--- config.mk ---
export PLATFORM = sky130hd
export DESIGN_NAME = vertex_job_top
export DESIGN_NICKNAME = d
export VERILOG_FILES = /design/src/source/vertex_job_pkg.sv /design/src/source/vertex_job_top.sv /design/src/source/record_assembler.sv /design/src/source/line_unpacker.sv /design/src/source/job_sequencer.sv /design/src/source/sync_fifo.sv
export SDC_FILE = /design/constraint.sdc
export NUM_CORES = 2
export LEC_CHECK = 0
export BUFFER_PORTS_ARGS = -buffer_cell sky130_fd_sc_hd__buf_4
export CORE_ASPECT_RATIO = 0.75
export CORE_UTILIZATION = 60
export CTS_CLUSTER_DIAMETER = 100
export CTS_CLUSTER_SIZE = 10
export DETAILED_ROUTE_END_ITERATION = 10
export PLACE_DENSITY = 0.78
export SYNTH_ARGS = -nofsm -noshare
export SYNTH_HDL_FRONTEND = slang
export SYNTH_SLANG_ARGS = --single-unit
--- constraint.sdc ---
create_clock -name clock -period 19.8 [get_ports clock]
set_input_delay 3.96 -clock clock [delete_from_list [all_inputs] [get_ports clock]]
set_output_delay 3.96 -clock clock [all_outputs]
set_load 0.02 [all_outputs]
--- src/source/vertex_job_pkg.sv ---
// shared widths, depths, array names and payload structs for the vertex job controller
`default_nettype none

package vertex_job_pkg;

	//////////////////////////////////////////////////////////////////////
	// widths and sizes
	//////////////////////////////////////////////////////////////////////

	// one array element, inverse degree or inverse edge index
	localparam int ELEM_BITS      = 32;
	localparam int ELEMS_PER_LINE = 8;
	localparam int LINE_BITS      = ELEM_BITS * ELEMS_PER_LINE;
	// byte size of a cacheline, also the line address step
	localparam int LINE_BYTES     = LINE_BITS / 8;

	localparam int ADDR_BITS      = 32;
	localparam int COUNT_BITS     = 16;

	// element count of one line, 1 to ELEMS_PER_LINE
	localparam int SIZE_BITS      = 4;

	//////////////////////////////////////////////////////////////////////
	// queue depths
	//////////////////////////////////////////////////////////////////////

	localparam int CMD_FIFO_DEPTH  = 4;
	localparam int VERT_FIFO_DEPTH = 32;
	// width of the record queue free slot count
	localparam int VERT_FREE_BITS  = $clog2(VERT_FIFO_DEPTH + 1);

	//////////////////////////////////////////////////////////////////////
	// payload types
	//////////////////////////////////////////////////////////////////////

	typedef enum logic {
		ARR_OUT_DEGREE = 1'b0,
		ARR_EDGES_IDX  = 1'b1
	} array_sel_t;

	// one line read request
	typedef struct packed {
		logic [ADDR_BITS-1:0] addr;
		array_sel_t           sel;
		// valid elements in this line
		logic [SIZE_BITS-1:0] real_size;
	} read_cmd_t;

	// one vertex record, 80 bits
	typedef struct packed {
		logic [COUNT_BITS-1:0] id;
		logic [ELEM_BITS-1:0]  inv_out_degree;
		logic [ELEM_BITS-1:0]  inv_edges_idx;
	} vertex_rec_t;

endpackage

`default_nettype wire
--- src/source/vertex_job_top.sv ---
// top of the vertex job controller, joining sequencer, unpackers, assembler and queues
`timescale 1ns/100ps
`default_nettype none

module vertex_job_top (
	input  logic                                  clock,
	input  logic                                  rstn,
	input  logic                                  job_valid,
	output logic                                  job_ready,
	input  logic [vertex_job_pkg::ADDR_BITS-1:0]  out_degree_base,
	input  logic [vertex_job_pkg::ADDR_BITS-1:0]  edges_idx_base,
	input  logic [vertex_job_pkg::COUNT_BITS-1:0] num_vertices,
	input  logic [vertex_job_pkg::COUNT_BITS-1:0] first_id,
	output logic                                  cmd_valid,
	input  logic                                  cmd_ready,
	output vertex_job_pkg::read_cmd_t             cmd,
	input  logic                                  data_valid,
	input  vertex_job_pkg::array_sel_t            data_sel,
	input  logic [vertex_job_pkg::LINE_BITS-1:0]  data_line,
	output logic                                  vert_valid,
	input  logic                                  vert_ready,
	output vertex_job_pkg::vertex_rec_t           vert,
	output logic                                  busy
);

	logic                                      cmd_push;
	vertex_job_pkg::read_cmd_t                 cmd_push_data;
	logic                                      cmd_empty;
	logic [vertex_job_pkg::VERT_FREE_BITS-1:0] vert_free;
	logic                                      od_loaded;
	logic                                      ei_loaded;
	logic                                      line_clear;
	logic                                      shift;
	logic [vertex_job_pkg::COUNT_BITS-1:0]     line_first_id;
	logic [vertex_job_pkg::ELEM_BITS-1:0]      od_elem;
	logic [vertex_job_pkg::ELEM_BITS-1:0]      ei_elem;
	logic                                      rec_push;
	vertex_job_pkg::vertex_rec_t               rec;

	job_sequencer u_sequencer (
		.clock(clock), .rstn(rstn),
		.job_valid(job_valid), .job_ready(job_ready),
		.out_degree_base(out_degree_base), .edges_idx_base(edges_idx_base),
		.num_vertices(num_vertices), .first_id(first_id),
		.cmd_push(cmd_push), .cmd_push_data(cmd_push_data), .cmd_empty(cmd_empty),
		.vert_free(vert_free),
		.out_degree_loaded(od_loaded), .edges_idx_loaded(ei_loaded),
		.line_clear(line_clear), .shift(shift),
		.first_id_out(line_first_id), .busy(busy)
	);

	line_unpacker #(.ARRAY_SEL(vertex_job_pkg::ARR_OUT_DEGREE)) u_out_degree_unpacker (
		.clock(clock), .rstn(rstn),
		.data_valid(data_valid), .data_sel(data_sel), .data_line(data_line),
		.line_clear(line_clear), .shift(shift),
		.element(od_elem), .line_loaded(od_loaded)
	);

	line_unpacker #(.ARRAY_SEL(vertex_job_pkg::ARR_EDGES_IDX)) u_edges_idx_unpacker (
		.clock(clock), .rstn(rstn),
		.data_valid(data_valid), .data_sel(data_sel), .data_line(data_line),
		.line_clear(line_clear), .shift(shift),
		.element(ei_elem), .line_loaded(ei_loaded)
	);

	record_assembler u_assembler (
		.clock(clock), .rstn(rstn), .shift(shift), .first_id(line_first_id),
		.out_degree_elem(od_elem), .edges_idx_elem(ei_elem),
		.rec_push(rec_push), .rec(rec)
	);

	sync_fifo #(
		.payload_t(vertex_job_pkg::read_cmd_t),
		.DEPTH(vertex_job_pkg::CMD_FIFO_DEPTH)
	) u_cmd_fifo (
		.clock(clock), .rstn(rstn),
		.push(cmd_push), .push_data(cmd_push_data), .pop(cmd_ready),
		.head(cmd), .valid(cmd_valid), .empty(cmd_empty), .free()
	);

	sync_fifo #(
		.payload_t(vertex_job_pkg::vertex_rec_t),
		.DEPTH(vertex_job_pkg::VERT_FIFO_DEPTH)
	) u_vert_fifo (
		.clock(clock), .rstn(rstn),
		.push(rec_push), .push_data(rec), .pop(vert_ready),
		.head(vert), .valid(vert_valid), .empty(), .free(vert_free)
	);

endmodule

`default_nettype wire

--- src/source/record_assembler.sv ---
// pairs the two arrays' elements with a running vertex id into registered records
`timescale 1ns/100ps
`default_nettype none

module record_assembler (
	input  logic                                  clock,
	input  logic                                  rstn,
	input  logic                                  shift,
	input  logic [vertex_job_pkg::COUNT_BITS-1:0] first_id,
	input  logic [vertex_job_pkg::ELEM_BITS-1:0]  out_degree_elem,
	input  logic [vertex_job_pkg::ELEM_BITS-1:0]  edges_idx_elem,
	output logic                                  rec_push,
	output vertex_job_pkg::vertex_rec_t           rec
);

	logic [vertex_job_pkg::COUNT_BITS-1:0] id_cnt;

	//////////////////////////////////////////////////////////////////////
	// id counter
	//////////////////////////////////////////////////////////////////////

	// shifts of one line are back to back, so reload between them
	always_ff @(posedge clock or negedge rstn) begin
		if (!rstn) begin
			id_cnt   <= '0;
			rec_push <= 1'b0;
		end else begin
			rec_push <= shift;
			if (shift)
				id_cnt <= id_cnt + 1'b1;
			else
				id_cnt <= first_id;
		end
	end

	//////////////////////////////////////////////////////////////////////
	// record register
	//////////////////////////////////////////////////////////////////////

	always_ff @(posedge clock) begin
		if (shift) begin
			rec.id             <= id_cnt;
			rec.inv_out_degree <= out_degree_elem;
			rec.inv_edges_idx  <= edges_idx_elem;
		end
	end

endmodule

`default_nettype wire

--- src/source/line_unpacker.sv ---
// holds one array's data line and hands out one element per shift pulse
`timescale 1ns/100ps
`default_nettype none

module line_unpacker #(
	parameter vertex_job_pkg::array_sel_t ARRAY_SEL = vertex_job_pkg::ARR_OUT_DEGREE
) (
	input  logic                                 clock,
	input  logic                                 rstn,
	input  logic                                 data_valid,
	input  vertex_job_pkg::array_sel_t           data_sel,
	input  logic [vertex_job_pkg::LINE_BITS-1:0] data_line,
	input  logic                                 line_clear,
	input  logic                                 shift,
	output logic [vertex_job_pkg::ELEM_BITS-1:0] element,
	output logic                                 line_loaded
);

	logic [vertex_job_pkg::LINE_BITS-1:0] line_reg;
	logic                                 load;

	assign load    = data_valid && (data_sel == ARRAY_SEL);
	// element 0 sits in the low bits
	assign element = line_reg[vertex_job_pkg::ELEM_BITS-1:0];

	always_ff @(posedge clock) begin
		if (load)
			line_reg <= data_line;
		else if (shift)
			line_reg <= line_reg >> vertex_job_pkg::ELEM_BITS;
	end

	always_ff @(posedge clock or negedge rstn) begin
		if (!rstn)
			line_loaded <= 1'b0;
		else if (load)
			line_loaded <= 1'b1;
		else if (line_clear)
			line_loaded <= 1'b0;
	end

	// next line is only requested after the current one was drained
	a_no_load_over_line : assert property (@(posedge clock) disable iff (!rstn)
		load |-> !line_loaded);

endmodule

`default_nettype wire

--- src/source/job_sequencer.sv ---
// job FSM: counts vertices, queues line read commands and paces the unpackers
`timescale 1ns/100ps
`default_nettype none

module job_sequencer (
	input  logic                                      clock,
	input  logic                                      rstn,
	input  logic                                      job_valid,
	output logic                                      job_ready,
	input  logic [vertex_job_pkg::ADDR_BITS-1:0]      out_degree_base,
	input  logic [vertex_job_pkg::ADDR_BITS-1:0]      edges_idx_base,
	input  logic [vertex_job_pkg::COUNT_BITS-1:0]     num_vertices,
	input  logic [vertex_job_pkg::COUNT_BITS-1:0]     first_id,
	output logic                                      cmd_push,
	output vertex_job_pkg::read_cmd_t                 cmd_push_data,
	input  logic                                      cmd_empty,
	input  logic [vertex_job_pkg::VERT_FREE_BITS-1:0] vert_free,
	input  logic                                      out_degree_loaded,
	input  logic                                      edges_idx_loaded,
	output logic                                      line_clear,
	output logic                                      shift,
	output logic [vertex_job_pkg::COUNT_BITS-1:0]     first_id_out,
	output logic                                      busy
);

	typedef enum logic [2:0] {
		ST_IDLE,
		ST_LINE_CHECK,
		ST_CMD_OUT_DEG,
		ST_CMD_EDGES_IDX,
		ST_WAIT_DATA,
		ST_SHIFT,
		ST_DONE
	} seq_state_t;

	seq_state_t                                state;
	seq_state_t                                next_state;
	logic [vertex_job_pkg::COUNT_BITS-1:0]     remaining;
	logic [vertex_job_pkg::ADDR_BITS-1:0]      od_base_q;
	logic [vertex_job_pkg::ADDR_BITS-1:0]      ei_base_q;
	logic [vertex_job_pkg::ADDR_BITS-1:0]      line_offset;
	logic [vertex_job_pkg::COUNT_BITS-1:0]     line_id;
	logic [vertex_job_pkg::SIZE_BITS-1:0]      real_size;
	logic [vertex_job_pkg::SIZE_BITS-1:0]      line_size;
	logic [vertex_job_pkg::SIZE_BITS-1:0]      shift_cnt;
	logic [vertex_job_pkg::VERT_FREE_BITS-1:0] free_needed;
	logic                                      rec_pending;
	logic                                      job_accept;
	logic                                      line_start;
	logic                                      last_shift;

	assign job_ready  = (state == ST_IDLE);
	assign busy       = (state != ST_IDLE);
	assign job_accept = job_valid & job_ready;
	assign cmd_push   = (state == ST_CMD_OUT_DEG) | (state == ST_CMD_EDGES_IDX);
	assign shift      = (state == ST_SHIFT);
	assign last_shift = (shift_cnt == real_size - 1'b1);
	assign line_clear = shift & last_shift;
	assign first_id_out = line_id;

	// the record of the previous shift is still on its way into the queue
	assign free_needed = vertex_job_pkg::VERT_FREE_BITS'(vertex_job_pkg::ELEMS_PER_LINE)
		+ vertex_job_pkg::VERT_FREE_BITS'(rec_pending);
	assign line_size = (remaining > vertex_job_pkg::COUNT_BITS'(vertex_job_pkg::ELEMS_PER_LINE))
		? vertex_job_pkg::SIZE_BITS'(vertex_job_pkg::ELEMS_PER_LINE)
		: remaining[vertex_job_pkg::SIZE_BITS-1:0];
	assign line_start = (state == ST_LINE_CHECK) && (remaining != '0) && cmd_empty
		&& (vert_free >= free_needed);

	always_comb begin
		next_state = state;
		case (state)
			ST_IDLE:          if (job_valid) next_state = ST_LINE_CHECK;
			ST_LINE_CHECK: begin
				if (remaining == '0)
					next_state = ST_DONE;
				else if (line_start)
					next_state = ST_CMD_OUT_DEG;
			end
			ST_CMD_OUT_DEG:   next_state = ST_CMD_EDGES_IDX;
			ST_CMD_EDGES_IDX: next_state = ST_WAIT_DATA;
			ST_WAIT_DATA: begin
				if (out_degree_loaded && edges_idx_loaded)
					next_state = ST_SHIFT;
			end
			ST_SHIFT:         if (last_shift) next_state = ST_LINE_CHECK;
			ST_DONE:          next_state = ST_IDLE;
			default:          next_state = ST_IDLE;
		endcase
	end

	always_comb begin
		cmd_push_data.real_size = real_size;
		if (state == ST_CMD_EDGES_IDX) begin
			cmd_push_data.addr = ei_base_q + line_offset;
			cmd_push_data.sel  = vertex_job_pkg::ARR_EDGES_IDX;
		end else begin
			cmd_push_data.addr = od_base_q + line_offset;
			cmd_push_data.sel  = vertex_job_pkg::ARR_OUT_DEGREE;
		end
	end

	always_ff @(posedge clock or negedge rstn) begin
		if (!rstn) begin
			state       <= ST_IDLE;
			remaining   <= '0;
			shift_cnt   <= '0;
			rec_pending <= 1'b0;
		end else begin
			state       <= next_state;
			rec_pending <= shift;
			if (job_accept)
				remaining <= num_vertices;
			else if (line_start)
				remaining <= remaining - vertex_job_pkg::COUNT_BITS'(line_size);
			shift_cnt <= (shift && !last_shift) ? shift_cnt + 1'b1 : '0;
		end
	end

	// job bases, line address and line id base
	always_ff @(posedge clock) begin
		if (job_accept) begin
			od_base_q   <= out_degree_base;
			ei_base_q   <= edges_idx_base;
			line_offset <= '0;
			line_id     <= first_id;
		end
		if (line_start)
			real_size <= line_size;
		if (state == ST_CMD_EDGES_IDX)
			line_offset <= line_offset + vertex_job_pkg::ADDR_BITS'(vertex_job_pkg::LINE_BYTES);
		if (line_clear)
			line_id <= line_id + vertex_job_pkg::COUNT_BITS'(real_size);
	end

	a_shift_needs_lines : assert property (@(posedge clock) disable iff (!rstn)
		shift |-> (out_degree_loaded && edges_idx_loaded));

endmodule

`default_nettype wire

--- src/source/sync_fifo.sv ---
// synchronous register FIFO with a typed payload, shared by the command and record queues
`timescale 1ns/100ps
`default_nettype none

module sync_fifo #(
	parameter type payload_t = logic [7:0],
	parameter int  DEPTH     = 4
) (
	input  logic                         clock,
	input  logic                         rstn,
	input  logic                         push,
	input  payload_t                     push_data,
	input  logic                         pop,
	output payload_t                     head,
	output logic                         valid,
	output logic                         empty,
	output logic [$clog2(DEPTH + 1)-1:0] free
);

	localparam int PTR_BITS = (DEPTH > 1) ? $clog2(DEPTH) : 1;
	localparam int CNT_BITS = $clog2(DEPTH + 1);

	payload_t            mem [DEPTH];
	logic [PTR_BITS-1:0] wr_ptr;
	logic [PTR_BITS-1:0] rd_ptr;
	logic [CNT_BITS-1:0] count;
	logic                full;
	logic                do_push;
	logic                do_pop;

	assign empty   = (count == '0);
	assign full    = (count == CNT_BITS'(DEPTH));
	assign valid   = ~empty;
	assign free    = CNT_BITS'(DEPTH) - count;
	assign head    = mem[rd_ptr];
	// pop only counts while the head is valid
	assign do_pop  = pop & valid;
	assign do_push = push & ~full;

	always_ff @(posedge clock) begin
		if (do_push)
			mem[wr_ptr] <= push_data;
	end

	always_ff @(posedge clock or negedge rstn) begin
		if (!rstn) begin
			wr_ptr <= '0;
			rd_ptr <= '0;
			count  <= '0;
		end else begin
			if (do_push)
				wr_ptr <= (wr_ptr == PTR_BITS'(DEPTH - 1)) ? '0 : wr_ptr + 1'b1;
			if (do_pop)
				rd_ptr <= (rd_ptr == PTR_BITS'(DEPTH - 1)) ? '0 : rd_ptr + 1'b1;
			case ({do_push, do_pop})
				2'b10:   count <= count + 1'b1;
				2'b01:   count <= count - 1'b1;
				default: count <= count;
			endcase
		end
	end

	// writers reserve room before pushing
	a_no_push_when_full : assert property (@(posedge clock) disable iff (!rstn)
		push |-> !full);

endmodule

`default_nettype wire

# Word level (Yosys, flattened, before mapping)
# Memories as Yosys holds them, arrays and structs flattened.
# Cells that the tools add are included.
# word_totals
regBits	773
latchBits	0
ramBits	2708
rom_bits	0
inputBits	359
out_inout_bits	121
word_cells	134
n_memories	2
# classes
addsub	18
mul	0
div	0
order_cmp	2
eq_ne	20
shift	0
n_mux	33
n_bitwise	12
n_reduce_logical	24
# memory_table
memory	depth	word_bits	rd	rd_clocked_by_memory_dff	wr	line	text
u_vert_fifo.mem	32	80	1	0	1	sync_fifo.sv:23	payload_t mem [DEPTH];
u_cmd_fifo.mem	4	37	1	0	1	sync_fifo.sv:23	
# op_table
cell	count
256-bit two-way mux	4
16-bit two-way mux	5
32-bit adder	2
32-bit two-way mux	2
33-bit two-way mux	1
32-bit by 6-bit adder with 32-bit output, second input constant	1
3-bit one-hot mux with 6 select lines	1
2-bit nonzero test	9
16-bit by 1-bit adder with 16-bit output, second input constant	1
16-bit by 4-bit adder with 16-bit output	1
16-bit by 4-bit greater-than comparator with 1-bit output, second input constant	1
16-bit zero test	1
16-bit nonzero test	1
16-bit by 4-bit subtractor with 16-bit output	1
3-bit two-way mux	5
6-bit one-hot mux with 2 select lines	1
5-bit by 1-bit adder with 5-bit output, second input constant	2
5-bit == test, second input constant	2
5-bit two-way mux	2
3-bit == test, second input constant	3
2-bit == test, second input constant	4
4-bit two-way mux	2
1-bit logical AND	7
1-bit two-way mux	7
other kinds (28)	43

# Depth between registers and ports, before layout
# depth
depth_word	7
mapped_depth	16
depth_no_buf	14

# Hierarchy
# From an unflattened synthesis, not the netlist that was laid out.
# hier_totals
hier_cells	6660
hier_area_um2	137026.4
# modules_own_cells
module	n_inst	cells_each	area_each_um2	seq_area_each_um2
sync_fifo (u_vert_fifo)	1	4411	97995.2	77274.1
line_unpacker (u_out_degree_unpacker)	1	578	11471.0	7712.4
line_unpacker (u_edges_idx_unpacker)	1	580	10944.2	7712.4
job_sequencer	1	679	7523.5	3933.8
sync_fifo (u_cmd_fifo)	1	240	5811.8	4619.4
record_assembler	1	172	3280.6	2827.7

# Worst setup path after synthesis
# No wires, ideal clock.
# synth_timing
path_kind	input -> register
start	input port data_sel
end	register u_out_degree_unpacker.line_reg[0] in the netlist's numbering (enable)
setup_time_ps	1950
t_arrival_ps	9291
t_required_ps	17850
setup_slack_ps	8559
path_stages	6
path_buffers	4
path_cell_list	clkbuf_1 nand2b_1 clkbuf_1 clkbuf_1 clkbuf_1 nand2_1
# synth_via
elab_chain_len	3
# synth_rtl
element	line	text
start, declared	vertex_job_top.sv:18	input vertex_job_pkg::array_sel_t data_sel,
1-bit NOT	line_unpacker.sv:22	assign load = data_valid && (data_sel == ARRAY_SEL);
1-bit logical AND	line_unpacker.sv:22	
2-bit nonzero test (no source line)	--	
end signal, assigned	line_unpacker.sv:28	line_reg <= data_line;
end signal, assigned	line_unpacker.sv:30	line_reg <= line_reg >> vertex_job_pkg::ELEM_BITS;
end, declared	line_unpacker.sv:19	logic [vertex_job_pkg::LINE_BITS-1:0] line_reg;
# Every way passes these cells.
# A chain may end at the register's enable or synchronous reset.

==> impl_metrics.tcl <==
set metrics [dict create \
    status "finished clean" \
    synth_cells 6530 \
    core.rowCount 150 \
    critical_path_required_ns 15.84 \
    route.detailed.drc 0 \
    setup_total_negative_slack_ns 0 \
    startpoint_type_of_the_worst_setup_path "flip-flop" \
    cts.repair.resized 0 \
    synthDominantAreaCellType "sky130_fd_sc_hd__edfxtp_1" \
    synth_warnings 0 \
    vias 70000 \
    final_hold_viol_count 0 \
    layoutNonFillerInstCount 10300 \
    synth_top_cells_by_count "sky130_fd_sc_hd__edfxtp_1, sky130_fd_sc_hd__nand2_1, sky130_fd_sc_hd__mux4_2" \
    post_drt_via_cell_ratio 6.82 \
    power.static_leakage_nw 50.7 \
    worst-setup-path-type "reg -> out" \
    tritoncts "built" \
    synth-async-reset-ratio_pct 1.87 \
    floorplan.die.width_um 551 \
    antenna_violating_nets_post_route 0 \
    final.period_utilization_pct 53.1 \
    drt-total-wl_mm 364 \
    i_o_pin_count 480 \
    clk_pin_slew_worst_paths_ns 0.06 \
    design.die.area_sq_mm 0.228 \
    finalWeightedCongestion 0.813 \
    die_h_um 414 \
    clock.fmax_mhz 95.2 \
    period_needed_ns 10.50 \
    antenna_found_initial 54 \
    post_synth_instance_area_sq_mm 0.136 \
    fillCellCount 13200 \
    fin_worst_skew_ns 0.0518 \
    cts_setup_buffers 0 \
    tightest_slew_ns 1.29 \
    power.density_cell_area_mw_per_mm2 137 \
    syn_area_per_cell_sq_um 20.8 \
    clock_latency_on_the_worst_skew_pair_ns 0.91 \
    worstSetupEndpointType "output port" \
    synth_seq_cells 3476 \
    post_synth_main_area_contributors "sky130_fd_sc_hd__edfxtp_1, sky130_fd_sc_hd__mux4_2, sky130_fd_sc_hd__mux2_2" \
    timing.critical_path.mode_cell "sky130_fd_sc_hd__buf_4" \
    synth_largest_type_area_fraction_pct 75.5 \
    cp_slowest_stage_delay_ns 1.07 \
    cts_max_level 5 \
    drv_cap 0 \
    final_nets 7618 \
    cts_buffers 389 \
    grt_pass1_vias 70800 \
    grt_usage_pct 32.2 \
    io_buffer_count 479 \
    synth_enable_flop_cells 3411 \
    drt_iter0_drc 10200 \
    global_route_wire_length_before_repair_mm 512 \
    finalInstanceArea_sq_mm 0.153 \
    maxSlewHeadroom_pct 13.8 \
    setup_viol 0 \
    critical_path_arrival_ns 6.54 \
    cts_root_buf "sky130_fd_sc_hd__clkbuf_16" \
    synthToLayoutAreaGrowth_pct 13.1 \
    wl_per_cell_um 35.4 \
    hold_buffers 0 \
    synth.yosys.seq_area_share_pct 76.7 \
    hpwlAfterDp_mm 182 \
    path_delay_family "buffers and inverters" \
    min_path_type "reg -> reg" \
    grt-ovfl-total 0 \
    synth_top_flop_cell "sky130_fd_sc_hd__edfxtp_1" \
    drt_first_pass_iters 6 \
    cp_cell_sequence "buf_4 > buf_4 > buf_12 > mux4_2 > mux4_2 > mux2_2 > buf_4" \
    start_util_pct 60.6 \
    flip_flop_count_of_the_largest_register_all_copies_and_words_added 2560 \
    syn_nets 6948 \
    floorplan.core_area_sq_mm 0.224 \
    rsz0062_at_grt "false" \
    postPlaceCellArea_sq_mm 0.143 \
    worst_ir_drop_vdd_mv 0.128 \
    netlist-cell-type-count 62 \
    power.total_mw 21.0 \
    cts_max_path_buffers 4 \
    largest_net_degree_at_the_start_of_global_routing 179 \
    dp.cells 9773 \
    critical_path.n_buffers_inverters 4 \
    worst-path-max-fanout 165 \
    most_used_standard_cell_by_instance_count_after_synthesis "sky130_fd_sc_hd__edfxtp_1" \
    tritoncts_num_sinks 3476 \
    report.final.slew_viol_count 0 \
    slowest_stage_cell_on_the_critical_path "sky130_fd_sc_hd__dfrtp_4" \
    layout-drive-gt1-share_pct 30.3 \
]
==> report_power, final <==
| part | internal, mW | switching (mW) |
|---|---|---|
| combinational | 2.24 | 2.75 |
| clock | 3.54 | 2.71 |
| sequential | 9.13 | 0.658 |
| total | 14.9 | 6.11 |
==> path summary, 6_finish.rpt <==
check | startpoint | endpoint | slack, ns | depth (start not counted)
worst max-delay path | u_vert_fifo.rd_ptr[1] | vert[63] | 9.30 | 7
worst min-delay path | u_edges_idx_unpacker.line_reg[21] | u_assembler.rec[21] | 0.42 | 0
worst max register to register | u_vert_fifo.count[0] | u_vert_fifo.mem[8][44] | 14.79 | 8
worst min register to register | u_edges_idx_unpacker.line_reg[21] | u_assembler.rec[21] | 0.42 | 0
max in group asynchronous | rstn | u_vert_fifo.rd_ptr[2] | 15.90 | 1
min in group asynchronous | rstn | u_sequencer.remaining[11] | 3.19 | 1
==> cell usage in the layout, fill, tap and decap left out, drive strengths merged, types with 9 or more instances in the layout <==
cell    instances
dfrtp          65
nor2           94
clkinv          9
xnor2          46
a21o           12
nand2         886
nand3          32
nor2b          13
nor3           22
ha             55
xor2           48
buf           594
or3            18
diode          35
and2           45
inv            55
nand4          14
edfxtp       3411
a21oi          45
and3           45
mux2          306
mux4          837
a31oi          14
o21ai          83
clkbuf        441
==> area by class of cell <==
class / instances / area [sq um] / share of cell area (%)
Clock inverter: 17 / 241 / 0.158
Timing Repair Buffer: 594 / 4570 / 2.98
Tap cell: 2964 / 3710 / 2.42
Sequential cell: 3476 / 104000 / 67.9
Inverter: 47 / 179 / 0.117
Clock buffer: 441 / 10100 / 6.56
Multi-Input combinational cell: 2692 / 30400 / 19.8
Antenna cell: 35 / 87.6 / 0.0571
==> metal layers <==
metal	track usage (%)	vias up	share of wire, %
met2	50.7	5314	48
li1	-	27600	-
met5	0	-	0.11
met1	42.4	36000	35
met4	12.7	58	4.2
met3	9.98	962	13
==> metrics by stage <==
step	util, %	hold slack (ns)	setup slack (ns)
after floorplan	-	0.400	8.56
after global placement	63.9	0.401	10.38
after detailed placement	63.9	0.405	10.34
after CTS	68.5	0.417	9.33
after global routing	68.5	0.420	8.93
final	68.5	0.416	9.30
==> logic make-up after synthesis <==
logic type                 after synthesis  synth area share (%)
AOI/OAI and AO/OA                      188                 0.803
xor gates and xnor gates                94                 0.607
adders and majority gates               59                 0.567
buffers and inverters                  362                  1.05
DFF                                   3476                  76.7
muxes                                 1146                  16.5
other                                    1               0.00277
and+or+nand+nor                       1204                  3.76
Note: power is estimated with default switching activity, not from simulation.
